File: config.mk
export PLATFORM = sky130hd
export DESIGN_NAME = net_edge_top
export DESIGN_NICKNAME = d
export VERILOG_FILES = /design/src/net_edge_pkg.sv /design/src/net_stream_if.sv /design/src/net_edge_top.sv /design/src/route_config.sv /design/src/stream_slice_array.sv /design/src/vlan_checker.sv /design/src/vlan_tagger.sv
export SDC_FILE = /design/constraint.sdc
export NUM_CORES = 1
export LEC_CHECK = 0
export ABC_AREA = 1
export BUFFER_PORTS_ARGS = -buffer_cell sky130_fd_sc_hd__clkbuf_2
export CAP_MARGIN = 10
export CORE_ASPECT_RATIO = 0.8
export CORE_MARGIN = 3
export CORE_UTILIZATION = 35
export CTS_BUF_LIST = sky130_fd_sc_hd__clkbuf_16
export DETAILED_ROUTE_END_ITERATION = 16
export SLEW_MARGIN = 20
export SYNTH_ARGS = -nofsm -noshare
export SYNTH_HDL_FRONTEND = slang
export SYNTH_HIERARCHICAL = 1
export SYNTH_SLANG_ARGS = --single-unit
File: constraint.sdc
create_clock -name aclk -period 9.6 [get_ports aclk]
set_clock_uncertainty 0.15 [all_clocks]
set_input_delay 0.48 -clock aclk [delete_from_list [all_inputs] [get_ports aclk]]
set_output_delay 0.48 -clock aclk [all_outputs]
set_load 0.005 [all_outputs]
File: src/net_edge_pkg.sv
// Widths assume a 64-bit single-clock stream; route ids are 14 bits with the tag in the low bits
package net_edge_pkg;

    // Stream widths
    localparam int NET_DATA_BITS = 64;
    localparam int NET_KEEP_BITS = NET_DATA_BITS / 8;

    // Route id and route-control word
    localparam int ROUTE_ID_BITS = 14;

    // Tag fields inside a route id
    localparam int SENDER_HI = 9;
    localparam int SENDER_LO = 6;
    localparam int RECV_HI   = 5;
    localparam int RECV_LO   = 2;
    localparam int FLAGS_HI  = 1;
    localparam int FLAGS_LO  = 0;

    // Fields of the route-control word
    localparam int LOCAL_ID_HI   = 5;
    localparam int LOCAL_ID_LO   = 2;
    localparam int FILTER_EN_BIT = 0;

    // Register slices on each path toward the wire
    localparam int N_REG_NET_S0 = 2;

    typedef logic [ROUTE_ID_BITS-1:0] route_id_t;

    // One TX or wire beat, 73 bits
    typedef struct packed {
        logic [NET_DATA_BITS-1:0] data;
        logic [NET_KEEP_BITS-1:0] keep;
        logic                     last;
    } net_beat_t;

    // One RX beat toward the user, 87 bits
    typedef struct packed {
        net_beat_t frame;
        route_id_t tdest;
    } net_rx_beat_t;

endpackage

File: src/net_stream_if.sv
// Valid/ready stream; a beat moves on an aclk edge with both high and holds while stalled
`timescale 1ns/1ps

interface net_stream_if #(
    parameter type beat_t = net_edge_pkg::net_beat_t
);

    beat_t beat;
    logic  valid;
    logic  ready;

    modport source (
        output beat,
        output valid,
        input  ready
    );

    modport sink (
        input  beat,
        input  valid,
        output ready
    );

endinterface

File: src/net_edge_top.sv
// Single clock aclk; every frame on the wire starts with one tag beat holding the route id
`timescale 1ns/1ps

module net_edge_top (
    input  logic                                   aclk,
    input  logic                                   aresetn,
    input  logic [net_edge_pkg::NET_DATA_BITS-1:0] tx_data,
    input  logic [net_edge_pkg::NET_KEEP_BITS-1:0] tx_keep,
    input  logic                                   tx_last,
    input  logic                                   tx_valid,
    output logic                                   tx_ready,
    output logic [net_edge_pkg::NET_DATA_BITS-1:0] net_tx_data,
    output logic [net_edge_pkg::NET_KEEP_BITS-1:0] net_tx_keep,
    output logic                                   net_tx_last,
    output logic                                   net_tx_valid,
    input  logic                                   net_tx_ready,
    input  logic [net_edge_pkg::NET_DATA_BITS-1:0] net_rx_data,
    input  logic [net_edge_pkg::NET_KEEP_BITS-1:0] net_rx_keep,
    input  logic                                   net_rx_last,
    input  logic                                   net_rx_valid,
    output logic                                   net_rx_ready,
    output logic [net_edge_pkg::NET_DATA_BITS-1:0] rx_data,
    output logic [net_edge_pkg::NET_KEEP_BITS-1:0] rx_keep,
    output logic                                   rx_last,
    output net_edge_pkg::route_id_t                rx_tdest,
    output logic                                   rx_valid,
    input  logic                                   rx_ready,
    input  net_edge_pkg::route_id_t                rdma_route_id,
    input  logic                                   rdma_route_valid,
    input  net_edge_pkg::route_id_t                tcp_route_id,
    input  logic                                   tcp_route_valid,
    input  net_edge_pkg::route_id_t                default_route_id,
    input  net_edge_pkg::route_id_t                vlan_ctrl
);

    import net_edge_pkg::*;

    route_id_t  tx_route_id;
    logic       filter_en;
    logic [3:0] local_id;

    net_stream_if #(.beat_t(net_beat_t))    user_tx_s ();
    net_stream_if #(.beat_t(net_beat_t))    tagged_tx_s ();
    net_stream_if #(.beat_t(net_beat_t))    wire_tx_s ();
    net_stream_if #(.beat_t(net_beat_t))    wire_rx_s ();
    net_stream_if #(.beat_t(net_rx_beat_t)) checked_rx_s ();
    net_stream_if #(.beat_t(net_rx_beat_t)) user_rx_s ();

    // User TX side
    assign user_tx_s.beat.data = tx_data;
    assign user_tx_s.beat.keep = tx_keep;
    assign user_tx_s.beat.last = tx_last;
    assign user_tx_s.valid     = tx_valid;
    assign tx_ready            = user_tx_s.ready;

    // Wire TX side
    assign net_tx_data     = wire_tx_s.beat.data;
    assign net_tx_keep     = wire_tx_s.beat.keep;
    assign net_tx_last     = wire_tx_s.beat.last;
    assign net_tx_valid    = wire_tx_s.valid;
    assign wire_tx_s.ready = net_tx_ready;

    // Wire RX side
    assign wire_rx_s.beat.data = net_rx_data;
    assign wire_rx_s.beat.keep = net_rx_keep;
    assign wire_rx_s.beat.last = net_rx_last;
    assign wire_rx_s.valid     = net_rx_valid;
    assign net_rx_ready        = wire_rx_s.ready;

    // User RX side
    assign rx_data         = user_rx_s.beat.frame.data;
    assign rx_keep         = user_rx_s.beat.frame.keep;
    assign rx_last         = user_rx_s.beat.frame.last;
    assign rx_tdest        = user_rx_s.beat.tdest;
    assign rx_valid        = user_rx_s.valid;
    assign user_rx_s.ready = rx_ready;

    route_config u_route_config (
        .aclk             (aclk),
        .aresetn          (aresetn),
        .rdma_route_id    (rdma_route_id),
        .rdma_route_valid (rdma_route_valid),
        .tcp_route_id     (tcp_route_id),
        .tcp_route_valid  (tcp_route_valid),
        .default_route_id (default_route_id),
        .vlan_ctrl        (vlan_ctrl),
        .tx_route_id      (tx_route_id),
        .filter_en        (filter_en),
        .local_id         (local_id)
    );

    vlan_tagger u_vlan_tagger (
        .aclk        (aclk),
        .aresetn     (aresetn),
        .tx_route_id (tx_route_id),
        .user_tx     (user_tx_s),
        .tagged_tx   (tagged_tx_s)
    );

    stream_slice_array #(
        .N_STAGES (N_REG_NET_S0),
        .beat_t   (net_beat_t)
    ) u_tx_slices (
        .aclk       (aclk),
        .aresetn    (aresetn),
        .in_stream  (tagged_tx_s),
        .out_stream (wire_tx_s)
    );

    vlan_checker u_vlan_checker (
        .aclk      (aclk),
        .aresetn   (aresetn),
        .filter_en (filter_en),
        .local_id  (local_id),
        .wire_rx   (wire_rx_s),
        .user_rx   (checked_rx_s)
    );

    stream_slice_array #(
        .N_STAGES (N_REG_NET_S0),
        .beat_t   (net_rx_beat_t)
    ) u_rx_slices (
        .aclk       (aclk),
        .aresetn    (aresetn),
        .in_stream  (checked_rx_s),
        .out_stream (user_rx_s)
    );

endmodule

File: src/route_config.sv
// Route ids are held until the next strobe; an id of zero means the source has no route
`timescale 1ns/1ps

module route_config (
    input  logic                  aclk,
    input  logic                  aresetn,
    input  net_edge_pkg::route_id_t rdma_route_id,
    input  logic                  rdma_route_valid,
    input  net_edge_pkg::route_id_t tcp_route_id,
    input  logic                  tcp_route_valid,
    input  net_edge_pkg::route_id_t default_route_id,
    input  net_edge_pkg::route_id_t vlan_ctrl,
    output net_edge_pkg::route_id_t tx_route_id,
    output logic                  filter_en,
    output logic [3:0]            local_id
);

    import net_edge_pkg::*;

    route_id_t rdma_held;
    route_id_t tcp_held;
    route_id_t ctrl_q;

    // Last id seen on each strobe
    always_ff @(posedge aclk) begin
        if (!aresetn) begin
            rdma_held <= '0;
            tcp_held  <= '0;
        end else begin
            if (rdma_route_valid) begin
                rdma_held <= rdma_route_id;
            end
            if (tcp_route_valid) begin
                tcp_held <= tcp_route_id;
            end
        end
    end

    always_ff @(posedge aclk) begin
        if (!aresetn) begin
            ctrl_q <= '0;
        end else begin
            ctrl_q <= vlan_ctrl;
        end
    end

    // RDMA first, then TCP, else the external default
    assign tx_route_id = (rdma_held != '0) ? rdma_held :
                         (tcp_held != '0)  ? tcp_held  :
                         default_route_id;

    assign filter_en = ctrl_q[FILTER_EN_BIT];
    assign local_id  = ctrl_q[LOCAL_ID_HI:LOCAL_ID_LO];

endmodule

File: src/stream_slice_array.sv
// Each stage adds one cycle of latency and holds up to two beats; ready is registered
`timescale 1ns/1ps

module stream_slice_array #(
    parameter int  N_STAGES = 2,
    parameter type beat_t   = logic
) (
    input  logic         aclk,
    input  logic         aresetn,
    net_stream_if.sink   in_stream,
    net_stream_if.source out_stream
);

    beat_t stg_beat  [N_STAGES+1];
    logic  stg_valid [N_STAGES+1];
    logic  stg_ready [N_STAGES+1];

    assign stg_beat[0]  = in_stream.beat;
    assign stg_valid[0] = in_stream.valid;
    assign in_stream.ready = stg_ready[0];

    assign out_stream.beat  = stg_beat[N_STAGES];
    assign out_stream.valid = stg_valid[N_STAGES];
    assign stg_ready[N_STAGES] = out_stream.ready;

    for (genvar i = 0; i < N_STAGES; i++) begin : g_stage
        beat_t main_beat;
        beat_t skid_beat;
        logic  main_valid;
        logic  skid_valid;
        logic  main_load;

        // Main register is free when empty or its beat is leaving
        assign main_load = ~main_valid | stg_ready[i+1];

        always_ff @(posedge aclk) begin
            if (!aresetn) begin
                main_valid <= 1'b0;
                skid_valid <= 1'b0;
            end else if (main_load) begin
                main_valid <= skid_valid | stg_valid[i];
                skid_valid <= 1'b0;
            end else if (stg_valid[i] && !skid_valid) begin
                skid_valid <= 1'b1;
            end
        end

        // Skid drains first so order is kept
        always_ff @(posedge aclk) begin
            if (main_load) begin
                main_beat <= skid_valid ? skid_beat : stg_beat[i];
            end
            if (!main_load && !skid_valid) begin
                skid_beat <= stg_beat[i];
            end
        end

        assign stg_ready[i]   = ~skid_valid;
        assign stg_valid[i+1] = main_valid;
        assign stg_beat[i+1]  = main_beat;
    end

endmodule

File: src/vlan_checker.sv
// Expects a tag beat at the start of every frame; dropped frames are consumed at full rate
`timescale 1ns/1ps

module vlan_checker (
    input  logic         aclk,
    input  logic         aresetn,
    input  logic         filter_en,
    input  logic [3:0]   local_id,
    net_stream_if.sink   wire_rx,
    net_stream_if.source user_rx
);

    import net_edge_pkg::*;

    logic         in_header;
    logic         frame_pass;
    logic         tag_match;
    logic         wire_xfer;
    route_id_t    frame_route;
    route_id_t    tag_route;
    net_rx_beat_t out_beat;

    assign tag_route = wire_rx.beat.data[ROUTE_ID_BITS-1:0];

    // Receiver field must match when filtering is on
    assign tag_match = ~filter_en | (tag_route[RECV_HI:RECV_LO] == local_id);

    // Tag beat and dropped beats are always taken
    assign wire_rx.ready = in_header | ~frame_pass | user_rx.ready;
    assign wire_xfer     = wire_rx.valid & wire_rx.ready;

    assign out_beat.frame = wire_rx.beat;
    assign out_beat.tdest = frame_route;

    assign user_rx.valid = ~in_header & frame_pass & wire_rx.valid;
    assign user_rx.beat  = out_beat;

    always_ff @(posedge aclk) begin
        if (!aresetn) begin
            in_header  <= 1'b1;
            frame_pass <= 1'b0;
        end else if (wire_xfer) begin
            if (in_header) begin
                frame_pass <= tag_match;
                // A tag beat with last set is a frame with no body
                in_header  <= wire_rx.beat.last;
            end else if (wire_rx.beat.last) begin
                in_header <= 1'b1;
            end
        end
    end

    // Route id of the frame in flight
    always_ff @(posedge aclk) begin
        if (in_header && wire_xfer) begin
            frame_route <= tag_route;
        end
    end

endmodule

File: src/vlan_tagger.sv
// One tag beat precedes every frame; user ready is low while the tag beat is offered
`timescale 1ns/1ps

module vlan_tagger (
    input  logic                    aclk,
    input  logic                    aresetn,
    input  net_edge_pkg::route_id_t tx_route_id,
    net_stream_if.sink              user_tx,
    net_stream_if.source            tagged_tx
);

    import net_edge_pkg::*;

    logic      in_header;
    logic      tagged_xfer;
    net_beat_t tag_beat;

    // Route id in the low bits, rest of the word zero
    assign tag_beat.data = NET_DATA_BITS'(tx_route_id);
    assign tag_beat.keep = '1;
    assign tag_beat.last = 1'b0;

    // Tag is offered as soon as the first user beat shows up
    assign tagged_tx.valid = user_tx.valid;
    assign tagged_tx.beat  = in_header ? tag_beat : user_tx.beat;

    // User beat waits until the tag has gone
    assign user_tx.ready = ~in_header & tagged_tx.ready;

    assign tagged_xfer = tagged_tx.valid & tagged_tx.ready;

    always_ff @(posedge aclk) begin
        if (!aresetn) begin
            in_header <= 1'b1;
        end else if (tagged_xfer) begin
            if (in_header) begin
                in_header <= 1'b0;
            end else if (user_tx.beat.last) begin
                in_header <= 1'b1;
            end
        end
    end

endmodule
Word level (Yosys, flattened, before mapping). Index checks and enable logic that the tools add are counted.

Register bits after elaboration: 699. Input bits: 210. Output and inout port bits: 164. Word-level logic and storage cells: 108.

Equal/unequal tests: 1. Muxes and demuxes: 11. Bitwise logic cells: 29. Reductions and logical operators: 24.

Operators by type and width (number): 2-to-1 mux 73 bit (3); 2-to-1 mux 87 bit (2); 2-to-1 mux 14 bit (2); nonzero test 14 bit (2); NOT 1 bit (13); bitwise OR 1 bit (11); logical AND 1 bit (9); zero test 1 bit (8); OR reduction 2 bit (4); AND 1 bit (5); == test 4 bit (1); 2-to-1 mux 1 bit (4); AND reduction 2 bit (1).

Longest topological paths before layout.
Depth in word-level cells: 5. Depth in mapped cells: 12. Mapped depth without buffers: 11.

Modules after synthesis. Netlist, hierarchy kept.

By module, submodules not included: stream_slice_array (u_rx_slices) (times used 1, cells an instance 929, area each 12967.4 µm², seq. area each 10530.1 µm²); stream_slice_array (u_tx_slices) (times used 1, cells an instance 783, area each 10895.4 µm², seq. area each 8848.5 µm²); route_config (times used 1, cells an instance 230, area each 1550.2 µm², seq. area each 660.6 µm²); vlan_checker (times used 1, cells an instance 127, area each 1173.6 µm², seq. area each 460.4 µm²); vlan_tagger (times used 1, cells an instance 171, area each 737.0 µm², seq. area each 20.0 µm²).

Worst setup path after synthesis. Ideal clock, no wire load.

Path type: reg-to-reg. Start point: register u_rx_slices.g_stage[1].skid_valid. End point: register u_rx_slices/g_stage[0].skid_beat[0] in the netlist's numbering, enable pin. Library setup time: 532 ps. Data arrival time: 6476 ps. Required time: 8918 ps. Slack: 2442 ps. Cell stages (with the launch flop): 6. Path buffers: 3. Period minus slack after synthesis: 7158 ps. Cells stage by stage: dfxtp_1 -> buf_6 -> buf_6 -> buf_6 -> nand2_1 -> nor2_1.

Word-level cells in the longest chain between the ends: 4.

Ends and longest elaborated chain: start: declaration (RTL line stream_slice_array.sv:30) `logic skid_valid;`; start signal: assignment (RTL line stream_slice_array.sv:39) `skid_valid <= 1'b0;`; start signal: assignment (RTL line stream_slice_array.sv:42) `skid_valid <= 1'b0;`; start signal: assignment (RTL line stream_slice_array.sv:44) `skid_valid <= 1'b1;`; NOT 1 bit (RTL line stream_slice_array.sv:58) `assign stg_ready[i] = ~skid_valid;`; bitwise OR 1 bit (RTL line stream_slice_array.sv:34) `assign main_load = ~main_valid | stg_ready[i+1];`; via u_rx_slices.g_stage[0].main_load (RTL line stream_slice_array.sv:31) `logic main_load;`; zero test 1 bit (RTL line stream_slice_array.sv:53) `if (!main_load && !skid_valid) begin`; logical AND 1 bit (RTL line stream_slice_array.sv:53); end signal: assignment (RTL line stream_slice_array.sv:54) `skid_beat <= stg_beat[i];`; end: declaration (RTL line stream_slice_array.sv:28) `beat_t skid_beat;`.

The timed path passes the listed nets, and every way through them passes these cells. A chain may end at the register's enable or synchronous reset.

Worst setup path after layout.
Start point: register u_tx_slices.g_stage[0].skid_valid. End point: output tx_ready.

Word-level cells in the longest chain between the ends: 2.

Ends and longest elaborated chain: start: declaration (RTL line stream_slice_array.sv:30); start signal: assignment (RTL line stream_slice_array.sv:39); start signal: assignment (RTL line stream_slice_array.sv:42); start signal: assignment (RTL line stream_slice_array.sv:44); NOT 1 bit (RTL line stream_slice_array.sv:58); via tagged_tx_s.ready (RTL line net_stream_if.sv:10) `logic ready;`; AND 1 bit (RTL line vlan_tagger.sv:28) `assign user_tx.ready = ~in_header & tagged_tx.ready;`; end: declaration (RTL line net_edge_top.sv:11) `output logic tx_ready,`.

The timed path passes the listed nets, and every way through them passes these cells.

==> out/qor.txt <==
Status = complete, no violations
Origin of the critical flop-to-flop path = u_rx_slices/g_stage[1].skid_valid
Pleak = 13.8 nW
Die X = 318 um
NetSw = 0.00141 W
Clk root buf = clkbuf_16
Core region area = 0.0763 mm2
Max_cap viols = 0
Commonest cells post-synth = nand2_1, edfxtp_1, inv_1
Req. time, crit path = 8970 ps
Hold endpoint = u_route_config/rdma_held[7]
Buffers added on ports = 364
Tightest Hold Check Type = primary input to flip-flop
Post-synth EDFFs = 654
Final antenna-violating net count = 0
Seq/Total Area, Yosys = 0.751
Endpoints failing setup = 0
Critical path peak fanout = 76
CTS tree = done
Avg Vias per Cell = 4.44
IO Count = 374
Seq pwr share = 0.532
Combinational share of power = 0.048
Final instance area = 0.0329 mm2
Crit Path Category = flip-flop to primary output
Synth unique cells = 30
Max-slew headroom = 0.287
Full die area = 0.0815 mm2
Setup TNS = 0 ps
Syn Inst Count = 2240
Worst hold path depth = 3
Critical Path Max Stage Delay = 680 ps
Top_reg_cell synth = edfxtp_1
DP Area = 0.0294 mm2
RSZ-0062 raised after global routing = no
Initial core utilization = 0.358
Grt ovf = 0
Hold_sp = rdma_route_id[7]
Largest net degree at the start of global routing = 107
Worst setup EP type = primary output
Cell area after synthesis = 0.0273 mm2
WL per Instance = 16.0 um
CP dominant cell by count = buf_4
Clock sink count = 698
Synth Warn # = 6
Clock share of power = 0.420
Peak VDD IR = 0.000124 V
Max Slew Vio Count = 0
Layout Nets = 2846
Delay-heaviest family, CP = buffers and inverters
Yosys top cell area share = 0.719
Global Route Usage Sum = 0.142
Syn-to-layout area delta = 20.3%
Top post-synthesis cells by area = edfxtp_1, nand2_1, inv_1, o21ai_0, dfxtp_1
FP Rows = 90
Number of global-route vias before repair = 16438
First-pass GRT wire length = 92100 um
CP arrival = 2720 ps
Via Count = 16444
Asr flop ratio synth = 0
Worst-Skew Late Latency = 610 ps
Routability cong. = 0.864
Post-route minimum period = 3350 ps
Worst-path cell chain = buf_4, inv_2, buf_4, inv_1, nor2_1, clkbuf_2
P per Cell Area = 201 mW/mm2
Crit path launch type = flip-flop
First-pass iteration count of the detailed router = 5
Sw Ratio = 0.214
Mapped Nets = 2450
Clock-pin slew of the registers on the worst-case setup and hold paths = 60 ps
Reg2reg setup slack = 6280 ps
Fillers = 7046
R2r endpoint = u_rx_slices/g_stage[0].skid_beat[42]
Least-Margin Pin Slew = 1070 ps
Final hold vios = 0
Post-route DRC violation count = 0
Clk buf depth = 3
Most frequent cell after synthesis = nand2_1
Overall routed net length = 59100 um
Chip Height = 256 um
Proportion of layout cells with a drive suffix above 1 = 0.197
CTS H-tree lvls = 3
Internal Power = 0.00518 W
DR iter-0 viols = 1210
Final core utilization = 0.431
Yosys top cell by area = edfxtp_1
Mean Syn Cell Area = 12.2 um2
Worst r2r path cells = 3
#FFs+latches synth = 698
Slowest CP cell = dfxtp_2
Sum of buffers and inverters on the critical path = 5
Fin crit share = 0.349
HPWL Detailed = 37400 um
Fmax = 0.298 GHz
CTS Buf Count = 73
Initial antenna violation count = 7
## power by group through the flow
| stage | registers [W] | logic (W) | clock network, W |
|---|---|---|---|
| finish | 0.00351 | 0.000317 | 0.00277 |
| global route | 0.00352 | 0.000358 | 0.00298 |
| CTS | 0.00351 | 0.000322 | 0.00286 |
| detailed placement | 0.00357 | 0.000285 | 0 |
| global placement | 0.00356 | 0.000278 | 0 |
| floorplan | 0.00356 | 0.000154 | 0 |
## per-stage QoR
stage | hold slack, ps | setup slack (ps) | power (W) | cells
after floorplan | 276 | 2440 | 0.00371 | 2240
final | 45.9 | 6250 | 0.00659 | 3704
after global placement | 279 | 6340 | 0.00384 | 3465
after detailed placement | 282 | 6250 | 0.00386 | 3465
after CTS | 0.488 | 6180 | 0.00669 | 3703
after global routing | 15.9 | 6040 | 0.00685 | 3704
## cell usage in the layout (no fill, tap or decap), drive strengths merged
master         n
buf           14
a21oi         30
dlygate4sd3  108
nand2        752
diode          1
clkbuf       437
clkinv        33
or2            8
o211ai         1
dfxtp         44
inv          292
clkinvlp       2
nand3         32
bufinv         7
nor2          83
nand4          1
edfxtp       654
o21ai        192
and3           1
## metal layers
| metal | routed length, um | track usage | vias to the layer above |
|---|---|---|---|
| li1 | - | - | 8093 |
| met1 | 25400 | 0.183 | 7757 |
| met2 | 28500 | 0.236 | 466 |
| met3 | 3090 | 0.0274 | 122 |
| met4 | 2060 | 0.0579 | 6 |
| met5 | 47 | 0 | - |
## worst register-to-register path: stages (launching register included)
cell	delay, ps
dfxtp_4	890
nand2_4	410
nor2_4	520
buf_4	880
## state kept, by name, summed over array words and instances, names as in the netlist
signal and flops:
u_rx_slices/out_stream.beat 87, u_route_config/rdma_held 14, u_vlan_checker/in_header 1, u_tx_slices/g_stage.main_beat 73, u_vlan_checker/frame_route 14, u_vlan_checker/frame_pass 1, u_tx_slices/g_stage.main_valid 1, u_tx_slices/g_stage.skid_beat 146
u_vlan_tagger/in_header 1, u_tx_slices/out_stream.beat 73, u_route_config/tcp_held 14, u_rx_slices/g_stage.main_valid 1, u_rx_slices/g_stage.main_beat 87, u_rx_slices/g_stage.skid_beat 174, u_rx_slices/g_stage.skid_valid 2, u_tx_slices/out_stream.valid 1
u_route_config/ctrl_q 5, u_tx_slices/g_stage.skid_valid 2, u_rx_slices/out_stream.valid 1
## timing repair
action,in CTS,in global routing
hold buffers,108,0
endpoints found under the hold margin,174,0
gates resized for setup,0,0
setup buffers,0,0
endpoints found under the setup margin,0,0
## final cells by class
| cell class | instances | area (um2) | share of cell area |
|---|---|---|---|
| well taps | 1012 | 1270 | 0.0385 |
| inverters | 277 | 1040 | 0.0317 |
| clock buffers | 73 | 1830 | 0.0556 |
| flip-flops and latches | 698 | 20500 | 0.624 |
| diodes | 1 | 2.50 | 0.0000761 |
| clock inverters | 57 | 553 | 0.0168 |
| multi-input cells | 1100 | 4650 | 0.141 |
| repair buffers | 486 | 3010 | 0.0916 |
## logic make-up (layout without fill, tap and decap cells)
group	count (synthesis)	count (layout)	synth area share
compound gates	223	223	0.0423
buf+inv	442	893	0.0810
flops	698	698	0.751
other cells	0	1	0
simple gates	877	877	0.126
## how the worst max path moves through the flow
stage	start	to	slack, ps	cells past startpoint
after floorplan	u_rx_slices/g_stage[1].skid_valid	u_rx_slices/g_stage[0].skid_beat[0]	2440	5
final	u_tx_slices/g_stage[0].skid_valid	tx_ready	6250	6
after detailed placement	u_rx_slices/g_stage[1].skid_valid	u_rx_slices/g_stage[0].skid_beat[41]	6250	3
after CTS	u_tx_slices/g_stage[0].skid_valid	tx_ready	6180	6
after global routing	u_rx_slices/g_stage[1].skid_valid	u_rx_slices/g_stage[0].skid_beat[38]	6040	3
after global placement	u_rx_slices/g_stage[1].skid_valid	u_rx_slices/g_stage[0].skid_beat[57]	6340	3
Power figures use the tool's default switching activity.
